File: src/rtl/cpuCfgPkg.sv
package cpuCfgPkg;

  localparam int wordWidth = 32;
  localparam int regCount = 32;

  // Boot address of the MIPS reset exception vector
  localparam logic [wordWidth-1:0] resetVector = 32'hBFC00000;

  // Architectural register indices
  localparam int linkReg = 31;
  localparam int v0Reg = 2;

endpackage

File: src/rtl/mipsIsaPkg.sv
package mipsIsaPkg;

  // Instruction field widths
  localparam int opWidth = 6;
  localparam int regAddrWidth = 5;
  localparam int shamtWidth = 5;
  localparam int immWidth = 16;
  localparam int targetWidth = 26;

  // Primary opcodes
  localparam logic [opWidth-1:0] opSpecial = 6'h00;
  localparam logic [opWidth-1:0] opJ = 6'h02;
  localparam logic [opWidth-1:0] opJal = 6'h03;
  localparam logic [opWidth-1:0] opBeq = 6'h04;
  localparam logic [opWidth-1:0] opBne = 6'h05;
  localparam logic [opWidth-1:0] opAddiu = 6'h09;
  localparam logic [opWidth-1:0] opSlti = 6'h0A;
  localparam logic [opWidth-1:0] opSltiu = 6'h0B;
  localparam logic [opWidth-1:0] opAndi = 6'h0C;
  localparam logic [opWidth-1:0] opOri = 6'h0D;
  localparam logic [opWidth-1:0] opXori = 6'h0E;
  localparam logic [opWidth-1:0] opLui = 6'h0F;
  localparam logic [opWidth-1:0] opLw = 6'h23;
  localparam logic [opWidth-1:0] opSw = 6'h2B;

  // Function codes under opSpecial
  localparam logic [opWidth-1:0] fnSll = 6'h00;
  localparam logic [opWidth-1:0] fnSrl = 6'h02;
  localparam logic [opWidth-1:0] fnSra = 6'h03;
  localparam logic [opWidth-1:0] fnJr = 6'h08;
  localparam logic [opWidth-1:0] fnAddu = 6'h21;
  localparam logic [opWidth-1:0] fnSubu = 6'h23;
  localparam logic [opWidth-1:0] fnAnd = 6'h24;
  localparam logic [opWidth-1:0] fnOr = 6'h25;
  localparam logic [opWidth-1:0] fnXor = 6'h26;
  localparam logic [opWidth-1:0] fnNor = 6'h27;
  localparam logic [opWidth-1:0] fnSlt = 6'h2A;
  localparam logic [opWidth-1:0] fnSltu = 6'h2B;

  typedef enum logic [3:0] {
    aluAdd, aluSub, aluAnd, aluOr, aluXor, aluNor,
    aluSlt, aluSltu, aluSll, aluSrl, aluSra, aluLui
  } aluOp_t;

endpackage
File: src/rtl/decodeBus.sv
`timescale 1ns/1ns

interface decodeBus (input logic clk);
  import mipsIsaPkg::*;

  logic [regAddrWidth-1:0] rs;
  logic [regAddrWidth-1:0] rt;
  logic [regAddrWidth-1:0] destReg;
  logic [immWidth-1:0] imm16;
  logic [shamtWidth-1:0] shamt;
  logic [targetWidth-1:0] target26;
  aluOp_t aluOp;
  logic aluSrcImm;
  logic zeroExtImm;
  logic regWrite;
  logic memRead;
  logic memWrite;
  logic memToReg;
  logic link;
  logic branchEq;
  logic branchNe;
  logic jump;
  logic jumpReg;

  modport decoder (output rs, rt, destReg, imm16, shamt, target26, aluOp, aluSrcImm,
    zeroExtImm, regWrite, memRead, memWrite, memToReg, link, branchEq, branchNe,
    jump, jumpReg);
  modport exec (input clk, aluOp, aluSrcImm, zeroExtImm, imm16, shamt, memRead, memWrite);
  modport pc (input imm16, target26, branchEq, branchNe, jump, jumpReg);
  modport regs (input rs, rt, destReg, regWrite, memToReg, link);

endinterface

File: src/rtl/mipsCpuHarvard.sv
`timescale 1ns/1ns

module mipsCpuHarvard (
  input logic clk,
  input logic reset,
  input logic clkEnable,
  output logic active,
  output logic [cpuCfgPkg::wordWidth-1:0] registerV0,
  output logic [cpuCfgPkg::wordWidth-1:0] instrAddress,
  input logic [cpuCfgPkg::wordWidth-1:0] instrReadData,
  output logic [cpuCfgPkg::wordWidth-1:0] dataAddress,
  output logic dataWrite,
  output logic dataRead,
  output logic [cpuCfgPkg::wordWidth-1:0] dataWriteData,
  input logic [cpuCfgPkg::wordWidth-1:0] dataReadData
);
  import cpuCfgPkg::*;

  logic [wordWidth-1:0] rsValue;
  logic [wordWidth-1:0] rtValue;
  logic [wordWidth-1:0] aluResult;
  logic [wordWidth-1:0] pcPlus4;

  decodeBus bus (.clk(clk));

  instrDecoder decoder_i (.instr(instrReadData), .bus(bus));

  executeUnit exec_i (
    .bus(bus), .rsValue(rsValue), .rtValue(rtValue), .aluResult(aluResult),
    .dataAddress(dataAddress), .dataWriteData(dataWriteData)
  );

  nextPcUnit nextPc_i (
    .clk(clk), .reset(reset), .clkEnable(clkEnable), .bus(bus),
    .rsValue(rsValue), .rtValue(rtValue), .pcPlus4(pcPlus4),
    .instrAddress(instrAddress), .active(active)
  );

  registerFile regFile_i (
    .clk(clk), .reset(reset), .clkEnable(clkEnable), .active(active), .bus(bus),
    .aluResult(aluResult), .memData(dataReadData), .pcPlus4(pcPlus4),
    .rsValue(rsValue), .rtValue(rtValue), .registerV0(registerV0)
  );

  // No memory traffic once halted
  assign dataWrite = bus.memWrite && active;
  assign dataRead = bus.memRead && active;

endmodule

File: src/rtl/registerFile.sv
`timescale 1ns/1ns

module registerFile (
  input logic clk,
  input logic reset,
  input logic clkEnable,
  input logic active,
  decodeBus.regs bus,
  input logic [cpuCfgPkg::wordWidth-1:0] aluResult,
  input logic [cpuCfgPkg::wordWidth-1:0] memData,
  input logic [cpuCfgPkg::wordWidth-1:0] pcPlus4,
  output logic [cpuCfgPkg::wordWidth-1:0] rsValue,
  output logic [cpuCfgPkg::wordWidth-1:0] rtValue,
  output logic [cpuCfgPkg::wordWidth-1:0] registerV0
);
  import mipsIsaPkg::*;
  import cpuCfgPkg::*;

  logic [wordWidth-1:0] regs [regCount];
  logic [wordWidth-1:0] writeData;
  logic writeEn;

  // Writeback picks the link address, load data or ALU result
  always_comb
  begin
    if (bus.link)
      writeData = pcPlus4;
    else if (bus.memToReg)
      writeData = memData;
    else
      writeData = aluResult;
  end

  assign writeEn = clkEnable && active && bus.regWrite &&
    (bus.destReg != {regAddrWidth{1'b0}});

  always_ff @(posedge clk)
  begin
    if (reset)
    begin
      for (int i = 0; i < regCount; i++)
        regs[i] <= '0;
    end
    else if (writeEn)
      regs[bus.destReg] <= writeData;
  end

  // $zero is cleared at reset and never written, so it reads back zero
  assign rsValue = regs[bus.rs];
  assign rtValue = regs[bus.rt];
  assign registerV0 = regs[v0Reg];

  assert property (@(posedge clk) !reset |=> regs[0] == '0);

endmodule

File: src/rtl/nextPcUnit.sv
`timescale 1ns/1ns

module nextPcUnit (
  input logic clk,
  input logic reset,
  input logic clkEnable,
  decodeBus.pc bus,
  input logic [cpuCfgPkg::wordWidth-1:0] rsValue,
  input logic [cpuCfgPkg::wordWidth-1:0] rtValue,
  output logic [cpuCfgPkg::wordWidth-1:0] pcPlus4,
  output logic [cpuCfgPkg::wordWidth-1:0] instrAddress,
  output logic active
);
  import mipsIsaPkg::*;
  import cpuCfgPkg::*;

  logic [wordWidth-1:0] pcReg;
  logic [wordWidth-1:0] branchTarget;
  logic [wordWidth-1:0] jumpTarget;
  logic [wordWidth-1:0] nextPc;
  logic operandsEqual;
  logic branchTaken;

  assign instrAddress = pcReg;
  assign pcPlus4 = pcReg + wordWidth'(4);

  // Branch offset counts words relative to the following instruction
  assign branchTarget = pcPlus4 + {{(wordWidth-immWidth-2){bus.imm16[immWidth-1]}},
    bus.imm16, 2'b00};
  assign jumpTarget = {pcPlus4[wordWidth-1:targetWidth+2], bus.target26, 2'b00};

  assign operandsEqual = (rsValue == rtValue);
  assign branchTaken = (bus.branchEq && operandsEqual) || (bus.branchNe && !operandsEqual);

  always_comb
  begin
    if (bus.jumpReg)
      nextPc = rsValue;
    else if (bus.jump)
      nextPc = jumpTarget;
    else if (branchTaken)
      nextPc = branchTarget;
    else
      nextPc = pcPlus4;
  end

  always_ff @(posedge clk)
  begin
    if (reset)
    begin
      pcReg <= resetVector;
      active <= 1'b1;
    end
    else if (clkEnable && active)
    begin
      pcReg <= nextPc;
      // Transfer to address zero halts the core
      if (nextPc == '0)
      begin
        active <= 1'b0;
      end
    end
  end

  // Fetches stay word aligned while running
  assert property (@(posedge clk) disable iff (reset) active |-> instrAddress[1:0] == 2'b00);

endmodule

File: src/rtl/executeUnit.sv
`timescale 1ns/1ns

module executeUnit (
  decodeBus.exec bus,
  input logic [cpuCfgPkg::wordWidth-1:0] rsValue,
  input logic [cpuCfgPkg::wordWidth-1:0] rtValue,
  output logic [cpuCfgPkg::wordWidth-1:0] aluResult,
  output logic [cpuCfgPkg::wordWidth-1:0] dataAddress,
  output logic [cpuCfgPkg::wordWidth-1:0] dataWriteData
);
  import mipsIsaPkg::*;
  import cpuCfgPkg::*;

  logic [wordWidth-1:0] signImm;
  logic [wordWidth-1:0] zeroImm;
  logic [wordWidth-1:0] opB;

  assign signImm = {{(wordWidth-immWidth){bus.imm16[immWidth-1]}}, bus.imm16};
  assign zeroImm = {{(wordWidth-immWidth){1'b0}}, bus.imm16};

  // Logical immediates are zero extended, the rest sign extended
  assign opB = !bus.aluSrcImm ? rtValue : (bus.zeroExtImm ? zeroImm : signImm);

  always_comb
  begin
    case (bus.aluOp)
      aluAdd: aluResult = rsValue + opB;
      aluSub: aluResult = rsValue - opB;
      aluAnd: aluResult = rsValue & opB;
      aluOr: aluResult = rsValue | opB;
      aluXor: aluResult = rsValue ^ opB;
      aluNor: aluResult = ~(rsValue | opB);
      aluSlt: aluResult = {{(wordWidth-1){1'b0}}, $signed(rsValue) < $signed(opB)};
      aluSltu: aluResult = {{(wordWidth-1){1'b0}}, rsValue < opB};
      // Shift amounts come from the shamt field only
      aluSll: aluResult = opB << bus.shamt;
      aluSrl: aluResult = opB >> bus.shamt;
      aluSra: aluResult = $signed(opB) >>> bus.shamt;
      aluLui: aluResult = {bus.imm16, {(wordWidth-immWidth){1'b0}}};
      default: aluResult = '0;
    endcase
  end

  // Word address for lw and sw
  assign dataAddress = rsValue + signImm;
  assign dataWriteData = rtValue;

  // A single instruction never both loads and stores
  assert property (@(posedge bus.clk) !(bus.memRead && bus.memWrite));

endmodule

File: src/rtl/instrDecoder.sv
`timescale 1ns/1ns

module instrDecoder (
  input logic [cpuCfgPkg::wordWidth-1:0] instr,
  decodeBus.decoder bus
);
  import mipsIsaPkg::*;
  import cpuCfgPkg::*;

  logic [opWidth-1:0] opcode;
  logic [opWidth-1:0] funct;

  assign opcode = instr[31:26];
  assign funct = instr[5:0];

  // Raw instruction fields
  assign bus.rs = instr[25:21];
  assign bus.rt = instr[20:16];
  assign bus.shamt = instr[10:6];
  assign bus.imm16 = instr[15:0];
  assign bus.target26 = instr[25:0];

  always_comb
  begin
    // Anything not matched below behaves as a no-op
    bus.destReg = instr[15:11];
    bus.aluOp = aluAdd;
    bus.aluSrcImm = 1'b0;
    bus.zeroExtImm = 1'b0;
    bus.regWrite = 1'b0;
    bus.memRead = 1'b0;
    bus.memWrite = 1'b0;
    bus.memToReg = 1'b0;
    bus.link = 1'b0;
    bus.branchEq = 1'b0;
    bus.branchNe = 1'b0;
    bus.jump = 1'b0;
    bus.jumpReg = 1'b0;
    case (opcode)
      opSpecial:
      begin
        bus.regWrite = 1'b1;
        case (funct)
          fnSll: bus.aluOp = aluSll;
          fnSrl: bus.aluOp = aluSrl;
          fnSra: bus.aluOp = aluSra;
          fnAddu: bus.aluOp = aluAdd;
          fnSubu: bus.aluOp = aluSub;
          fnAnd: bus.aluOp = aluAnd;
          fnOr: bus.aluOp = aluOr;
          fnXor: bus.aluOp = aluXor;
          fnNor: bus.aluOp = aluNor;
          fnSlt: bus.aluOp = aluSlt;
          fnSltu: bus.aluOp = aluSltu;
          fnJr:
          begin
            bus.regWrite = 1'b0;
            bus.jumpReg = 1'b1;
          end
          default: bus.regWrite = 1'b0;
        endcase
      end
      opAddiu, opSlti, opSltiu, opAndi, opOri, opXori, opLui, opLw:
      begin
        // I-type results land in rt
        bus.destReg = instr[20:16];
        bus.aluSrcImm = 1'b1;
        bus.regWrite = 1'b1;
        bus.zeroExtImm = (opcode == opAndi) || (opcode == opOri) || (opcode == opXori);
        case (opcode)
          opSlti: bus.aluOp = aluSlt;
          opSltiu: bus.aluOp = aluSltu;
          opAndi: bus.aluOp = aluAnd;
          opOri: bus.aluOp = aluOr;
          opXori: bus.aluOp = aluXor;
          opLui: bus.aluOp = aluLui;
          opLw:
          begin
            bus.memRead = 1'b1;
            bus.memToReg = 1'b1;
          end
          default: bus.aluOp = aluAdd;
        endcase
      end
      opSw: bus.memWrite = 1'b1;
      opBeq: bus.branchEq = 1'b1;
      opBne: bus.branchNe = 1'b1;
      opJ: bus.jump = 1'b1;
      opJal:
      begin
        bus.jump = 1'b1;
        bus.link = 1'b1;
        bus.regWrite = 1'b1;
        bus.destReg = regAddrWidth'(linkReg);
      end
      default: bus.regWrite = 1'b0;
    endcase
  end

endmodule

File: config.mk
export PLATFORM = sky130hd
export DESIGN_NAME = mipsCpuHarvard
export DESIGN_NICKNAME = d
export VERILOG_FILES = /design/src/rtl/cpuCfgPkg.sv /design/src/rtl/mipsIsaPkg.sv /design/src/rtl/decodeBus.sv /design/src/rtl/mipsCpuHarvard.sv /design/src/rtl/registerFile.sv /design/src/rtl/nextPcUnit.sv /design/src/rtl/executeUnit.sv /design/src/rtl/instrDecoder.sv
export SDC_FILE = /design/constraint.sdc
export NUM_CORES = 2
export LEC_CHECK = 0
export BUFFER_PORTS_ARGS = -buffer_cell sky130_fd_sc_hd__buf_4
export CAP_MARGIN = 20
export CELL_PAD_IN_SITES_DETAIL_PLACEMENT = 1
export CELL_PAD_IN_SITES_GLOBAL_PLACEMENT = 1
export CORE_MARGIN = 2
export CORE_UTILIZATION = 43
export CTS_CLUSTER_SIZE = 40
export DETAILED_ROUTE_END_ITERATION = 10
export PLACE_DENSITY_LB_ADDON = 0.1
export SYNTH_ARGS = -nofsm -noshare
export SYNTH_HDL_FRONTEND = slang
export SYNTH_SLANG_ARGS = --single-unit
export TNS_END_PERCENT = 5
File: constraint.sdc
create_clock -name clk -period 13.7 [get_ports clk]
set_clock_uncertainty 0.1 [all_clocks]
set_input_delay 3.425 -clock clk [delete_from_list [all_inputs] [get_ports clk]]
set_output_delay 3.425 -clock clk [all_outputs]
set_load 0.03 [all_outputs]
Word-level counts from Yosys, hierarchy flattened
Memory sizes are Yosys's and may differ from the RTL's.
Index checks and enable logic that the tools add are counted.
Widths: inputs -> output; s select.
{"block": "totals", "reg_bits": 33, "latchBits": 0, "ramBits": 1024, "romBits": 0, "input_bits": 67, "output_inout_bits": 131, "elab_cells": 108, "memories": 1}
{"name": "regFile_i.regs", "words": 32, "width": 32, "rd": 3, "rd_ports_with_merged_regs": 0, "wr": 32, "line_no": "registerFile.sv:19", "source": "logic [wordWidth-1:0] regs [regCount];"}
{"block": "op_classes", "n_addsub": 5, "multipliers": 0, "div_mod_pow": 0, "n_lt_le_gt_ge": 2, "eq_ne": 36, "shifts": 3, "n_mux": 33, "n_bitwise": 4, "n_reduce_logical": 22}
{"operator": "$pmux 32 s12", "count": 1}
{"operator": "$mux 32", "count": 8}
{"operator": "$add 32x32->32", "count": 3}
{"operator": "$lt 32x32->1", "count": 2}
{"operator": "$eq 6x6->1 const B", "count": 10}
{"operator": "$eq 6x4->1 const B", "count": 8}
{"operator": "$pmux 4 s10", "count": 1}
{"operator": "$add 32x3->32 const B", "count": 1}
{"operator": "$and 32x32->32", "count": 1}
{"operator": "$eq 32x32->1", "count": 1}
{"operator": "$logic_not 32->1", "count": 1}
{"operator": "$not 32->32", "count": 1}
{"operator": "$or 32x32->32", "count": 1}
{"operator": "$reduce_or 32->1", "count": 1}
{"operator": "$shl 32x5->32", "count": 1}
{"operator": "$shr 32x5->32", "count": 1}
{"operator": "$sshr 32x5->32", "count": 1}
{"operator": "$sub 32x32->32", "count": 1}
{"operator": "$xor 32x32->32", "count": 1}
{"operator": "$eq 6x2->1 const B", "count": 4}
{"operator": "$pmux 4 s6", "count": 1}
{"operator": "$mux 1", "count": 18}
{"operator": "$eq 4x3->1 const B", "count": 4}
{"operator": "$eq 4x4->1 const B", "count": 4}
{"operator": "other kinds (18)", "count": 29}

Depth between registers and ports, before layout
{"block": "depth", "ltp_word": 12, "depth_mapped": 29, "ltp_nobuf": 23}

Modules after synthesis
A second synthesis with hierarchy kept.
{"block": "unflattened", "hier_cells": 7266, "area_unflattened_um2": 71224.6}
{"mod": "registerFile", "instances": 1, "cells_per_inst": 4712, "area_per_inst_um2": 53926.7, "seq_area_each_um2": 30749.5}
{"mod": "executeUnit", "instances": 1, "cells_per_inst": 1764, "area_per_inst_um2": 11698.7, "seq_area_each_um2": 0.0}
{"mod": "nextPcUnit", "instances": 1, "cells_per_inst": 661, "area_per_inst_um2": 4719.5, "seq_area_each_um2": 660.6}
{"mod": "instrDecoder", "instances": 1, "cells_per_inst": 127, "area_per_inst_um2": 867.1, "seq_area_each_um2": 0.0}
{"mod": "mipsCpuHarvard", "instances": 1, "cells_per_inst": 2, "area_per_inst_um2": 12.5, "seq_area_each_um2": 0.0}

Worst setup path before layout
No wires, ideal clock.
{"block": "synth_path", "path_kind": "input-to-output", "start": "in instrReadData[22] (netlist bit)", "end": "out dataAddress[30] (netlist bit)", "arrival_ns": 8.472, "required_ns": 10.175, "path_slack_ns": 1.703, "stages": 25, "n_path_buf": 3, "cell_sequence": "clkbuf_1 -> clkbuf_1 -> buf_1 -> mux2i_1 -> a221oi_1 -> nand2_1 -> nand4_1 -> ha_1 -> inv_1 -> fa_1 -> nor2b_1 -> o21ai_0 -> a21boi_0 -> o21ai_0 -> a21boi_0 -> o2111ai_1 -> a31oi_1 -> a211oi_1 -> o31ai_1 -> nor4_1 -> o31ai_1 -> o21ai_0 -> nand2b_1 -> a21oi_1 -> xnor2_1"}
{"block": "synth_between", "elab_chain_len": 2}
{"item": "start: declaration", "line_no": "mipsCpuHarvard.sv:10", "source": "input logic [cpuCfgPkg::wordWidth-1:0] instrReadData,"}
{"item": "$mem_v2 32x32"}
{"item": "$add 32x32->32", "line_no": "executeUnit.sv:45", "source": "assign dataAddress = rsValue + signImm;"}
{"item": "end: declaration", "line_no": "mipsCpuHarvard.sv:11", "source": "output logic [cpuCfgPkg::wordWidth-1:0] dataAddress,"}
No other way between the ends.

Worst setup path after layout
{"block": "layout_path", "start": "in instrReadData[22] (netlist bit)", "end": "out dataAddress[31] (netlist bit)"}
The elaborated chain is that of the path after synthesis.

==> summary.md <==
| Metric | Value |
|---|---|
| Die W | `roughly 400 um` |
| Flops & latches, synth | `1057` |
| Worst path cell trace | `buf_8 > buf_4 > mux4_2 > a22oi_1 > nand4_1 > ha_1 > a21o_1 > nor3_1 > o21ai_0 > a31oi_1 > a21o_1 > o2111ai_1 > a31oi_1 > a211oi_1 > a21o_1 > a21oi_1 > xnor2_1 > buf_4` |
| GR Util met1 | `52.2%` |
| Commonest non-fill, non-tap cell in the layout | `nor2_1` |
| Die Ht | `about 400 um` |
| IO Count | `198` |
| Post-synth EDFFs | `slightly above 1000` |
| Switch Pwr | `0.00373 W` |
| CTS tree | `built` |
| Fill cells | `approximately 17000` |
| Port bufs | `about 200` |
| Power share of the combinational group | `around a third` |
| Dpl hpwl | `around 230000 um` |
| Vias post-DR | `between 50000 and 60000` |
| Mapped Area | `between 60000 and 70000 um^2` |
| Yosys warns | `0` |
| Yosys cell types | `90` |
| Worst-Skew Late Latency | `a little under 800 ps` |
| Die Area | `~160000 um^2` |
| Clock share of power | `roughly 30%` |
| Total power draw | `0.00997 W` |
| Pin count of the biggest net entering global routing | `69` |
| Critical path type | `in2out` |
| Num CTS Buffers | `about 120` |
| Root buffer cell | `clkbuf_16` |
| CP bufs+invs | `3` |
| Mean Syn Cell Area | `roughly 11 um^2` |
| Worst-margin pin slew | `around 1200 ps` |
| Pwr dens | `132 nW/um^2` |
| Final WL | `338000 um` |
| Footprint of the multi-input gates | `between 30000 and 40000 um^2` |
| Total Nets Final | `between 6000 and 7000` |
| Setup ws final | `roughly 540 ps` |
| Worst slew margin | `between 10% and 20%` |
| Final setup TNS | `0 ps` |
| Design Area, Final | `around 76000 um^2` |
| Sw frac | `37.4%` |
| Htree depth | `3` |
| DR WL/cell | `about 41 um` |
| Seq/Total Area, Yosys | `46.7%` |
| Drt first pass iters | `8` |
| Post-Place Setup Slack | `~860 ps` |
| Mean number of vias per cell | `~7` |
| Hold slack final | `around 410 ps` |
| Worst-case clock buffer depth | `3` |
| Total Routing Usage GR | `between 40% and 50%` |
| Final worst path period share | `between 90% and 100%` |
| Max-Cap Viols | `0` |
| Clock Sinks | `~1100` |
| Post-cts hold buffer count | `0` |
| Startpoint types | `input pin` |
| Post-DRT Antenna Nets | `0` |
| Worst VDD drop | `0.000123 V` |
| Setup Viol. Count Final | `0` |
| Starting density of the core | `a little over two fifths` |
| Final Hold Fails | `0` |
| Highest Clock Rate | `~76 MHz` |
| Worst path max stage delay | `between 800 and 900 ps` |
| Met2 GRT Util | `63.2%` |
| CP endpoint kind | `output pin` |
| Share of cells above drive strength 1 | `a little under a fifth` |
| Placed Area | `71900 um^2` |
| Area grow syn2layout | `12.3%` |
| Outcome | `completed` |
| Core area | `156000 um^2` |
| Ys async rst share | `0%` |
| Vias in the first global route | `58140` |
| Required @ worst endpoint | `about 10000 ps` |
| Gates resized, CTS repair | `0` |
| Drt first-iter violations | `a little over 8000` |
| Busiest layer in global routing | `met2` |
| Met3 Use GR | `about a tenth` |
| Period minus WS final | `13160 ps` |
| Data arrival time of the worst path | `just under 10000 ps` |
| Sequential share of power | `37.4%` |
| Slew Limit Fails | `0` |
| CP delay by family, top | `compound AO/OA/AOI/OAI gates` |
| Ys flop type | `edfxtp_1` |
| Rows | `approximately 150` |
| Residual DRC | `0` |
| RePlAce Congestion | `about 1.0` |
| Reg area | `roughly 31000 um^2` |
| First-pass GRT wire length | `around 460000 um` |
| Initial antenna violation count | `18` |
| Gr ovfl total | `0` |
| Int Power | `between 0.006 and 0.007 W` |
| Clk pin slew, worst setup/hold paths | `~60 ps` |
| Most frequent cells in the layout | `1167 x nor2_1, 1024 x edfxtp_1, 565 x mux2i_1` |
| Setup repair bufs after CTS | `0` |
| CP Max Fanout | `52` |
| Worst Hold Class | `reg2reg` |
| CP max-delay cell | `nand4_1` |
| RSZ-0062 raised after global routing | `false` |
| Cells after synthesis | `around 6100` |
| Leak | `around 28 nW` |
| Crit path top cell by count | `a21o_1` |
-- area by class of cell --
cell class	count	share of cell area, %
antenna	6	0.0199
multi-input combinational	4411	44.7
clock inverter	71	0.737
tap	2058	3.41
clock buffer	145	4.07
inverter	127	0.632
sequential	1057	41.6
timing repair buffer	465	4.89
-- state kept, by name, indices dropped and copies added, names as in the netlist --
signal / flops
nextPc_i.active: 1
regFile_i.regs: 1024
nextPc_i.instrAddress: 32
-- power by group through the flow --
stage	clock network (W)	registers, W	logic, W
floorplan	0	0.00378	0.00170
global placement	0	0.00379	0.00298
detailed placement	0	0.00379	0.00301
CTS	0.00309	0.00373	0.00302
global route	0.00319	0.00374	0.00323
finish	0.00308	0.00373	0.00316
-- metal layers --
| metal | up-vias | wire length, um |
|---|---|---|
| met5 | - | 103 |
| met4 | 16 | 27700 |
| met3 | 1052 | 38100 |
| met2 | 4239 | 148000 |
| met1 | 30200 | 124000 |
| li1 | 23298 | - |
-- tightest hold or removal path, stage by stage, from the launching register on --
cell and delay (ps):
dfxtp_1 340, nand2_1 70, a21oi_1 60
-- worst paths after layout --
check / startpoint / to / slack (ps) / depth (start not counted)
setup / recovery: instrReadData[22] / dataAddress[31] / 540 / 18
hold / removal: nextPc_i.instrAddress[14] / nextPc_i.instrAddress[14] / 410 / 2
setup reg to reg: regFile_i.regs[15][1] / regFile_i.regs[10][31] / 5060 / 21
hold reg to reg: nextPc_i.instrAddress[14] / nextPc_i.instrAddress[14] / 410 / 2
-- stage by stage --
step	cells	util [%]
after floorplan	6155	-
after global placement	8111	46.1
after detailed placement	8111	46.1
after CTS	8327	48.4
after global routing	8334	48.5
final	8340	48.5
-- cells in the mapped netlist (19+ instances only) --
master	instances	area (um^2)
ha_1	165	2060
nor3_1	101	505
nand2_1	329	1230
buf_1	55	206
nand4_1	63	394
nand2b_1	33	206
a22oi_1	292	2190
o22ai_1	37	231
nor3_2	30	300
a211oi_1	42	315
edfxtp_1	1024	30700
dfxtp_1	33	661
o21ai_0	148	741
a221o_1	19	190
nor4_1	20	125
xor2_1	37	324
o21a_1	32	240
a21o_1	24	180
a221oi_1	108	946
nor2_1	1176	4410
mux4_2	306	6890
o211ai_1	39	293
and3_1	27	169
buf_2	65	325
mux2i_1	568	5690
xnor2_1	88	771
clkbuf_1	409	1540
a22o_1	22	193
inv_1	122	458
nand3_1	133	666
nor2b_1	23	144
and2_1	20	125
a21oi_1	206	1030
a31oi_1	31	194
-- logic make-up after synthesis --
family | Yosys count | synth area share [%]
compound gates | 1175 | 12.3
xor+xnor | 125 | 1.63
fa+ha+maj | 169 | 3.19
buf+inv | 687 | 4.21
flops | 1057 | 46.7
mux | 892 | 19.0
other cells | 1 | 0.00557
simple gates | 2018 | 13.0
Note: power is estimated with default switching activity, not from simulation.
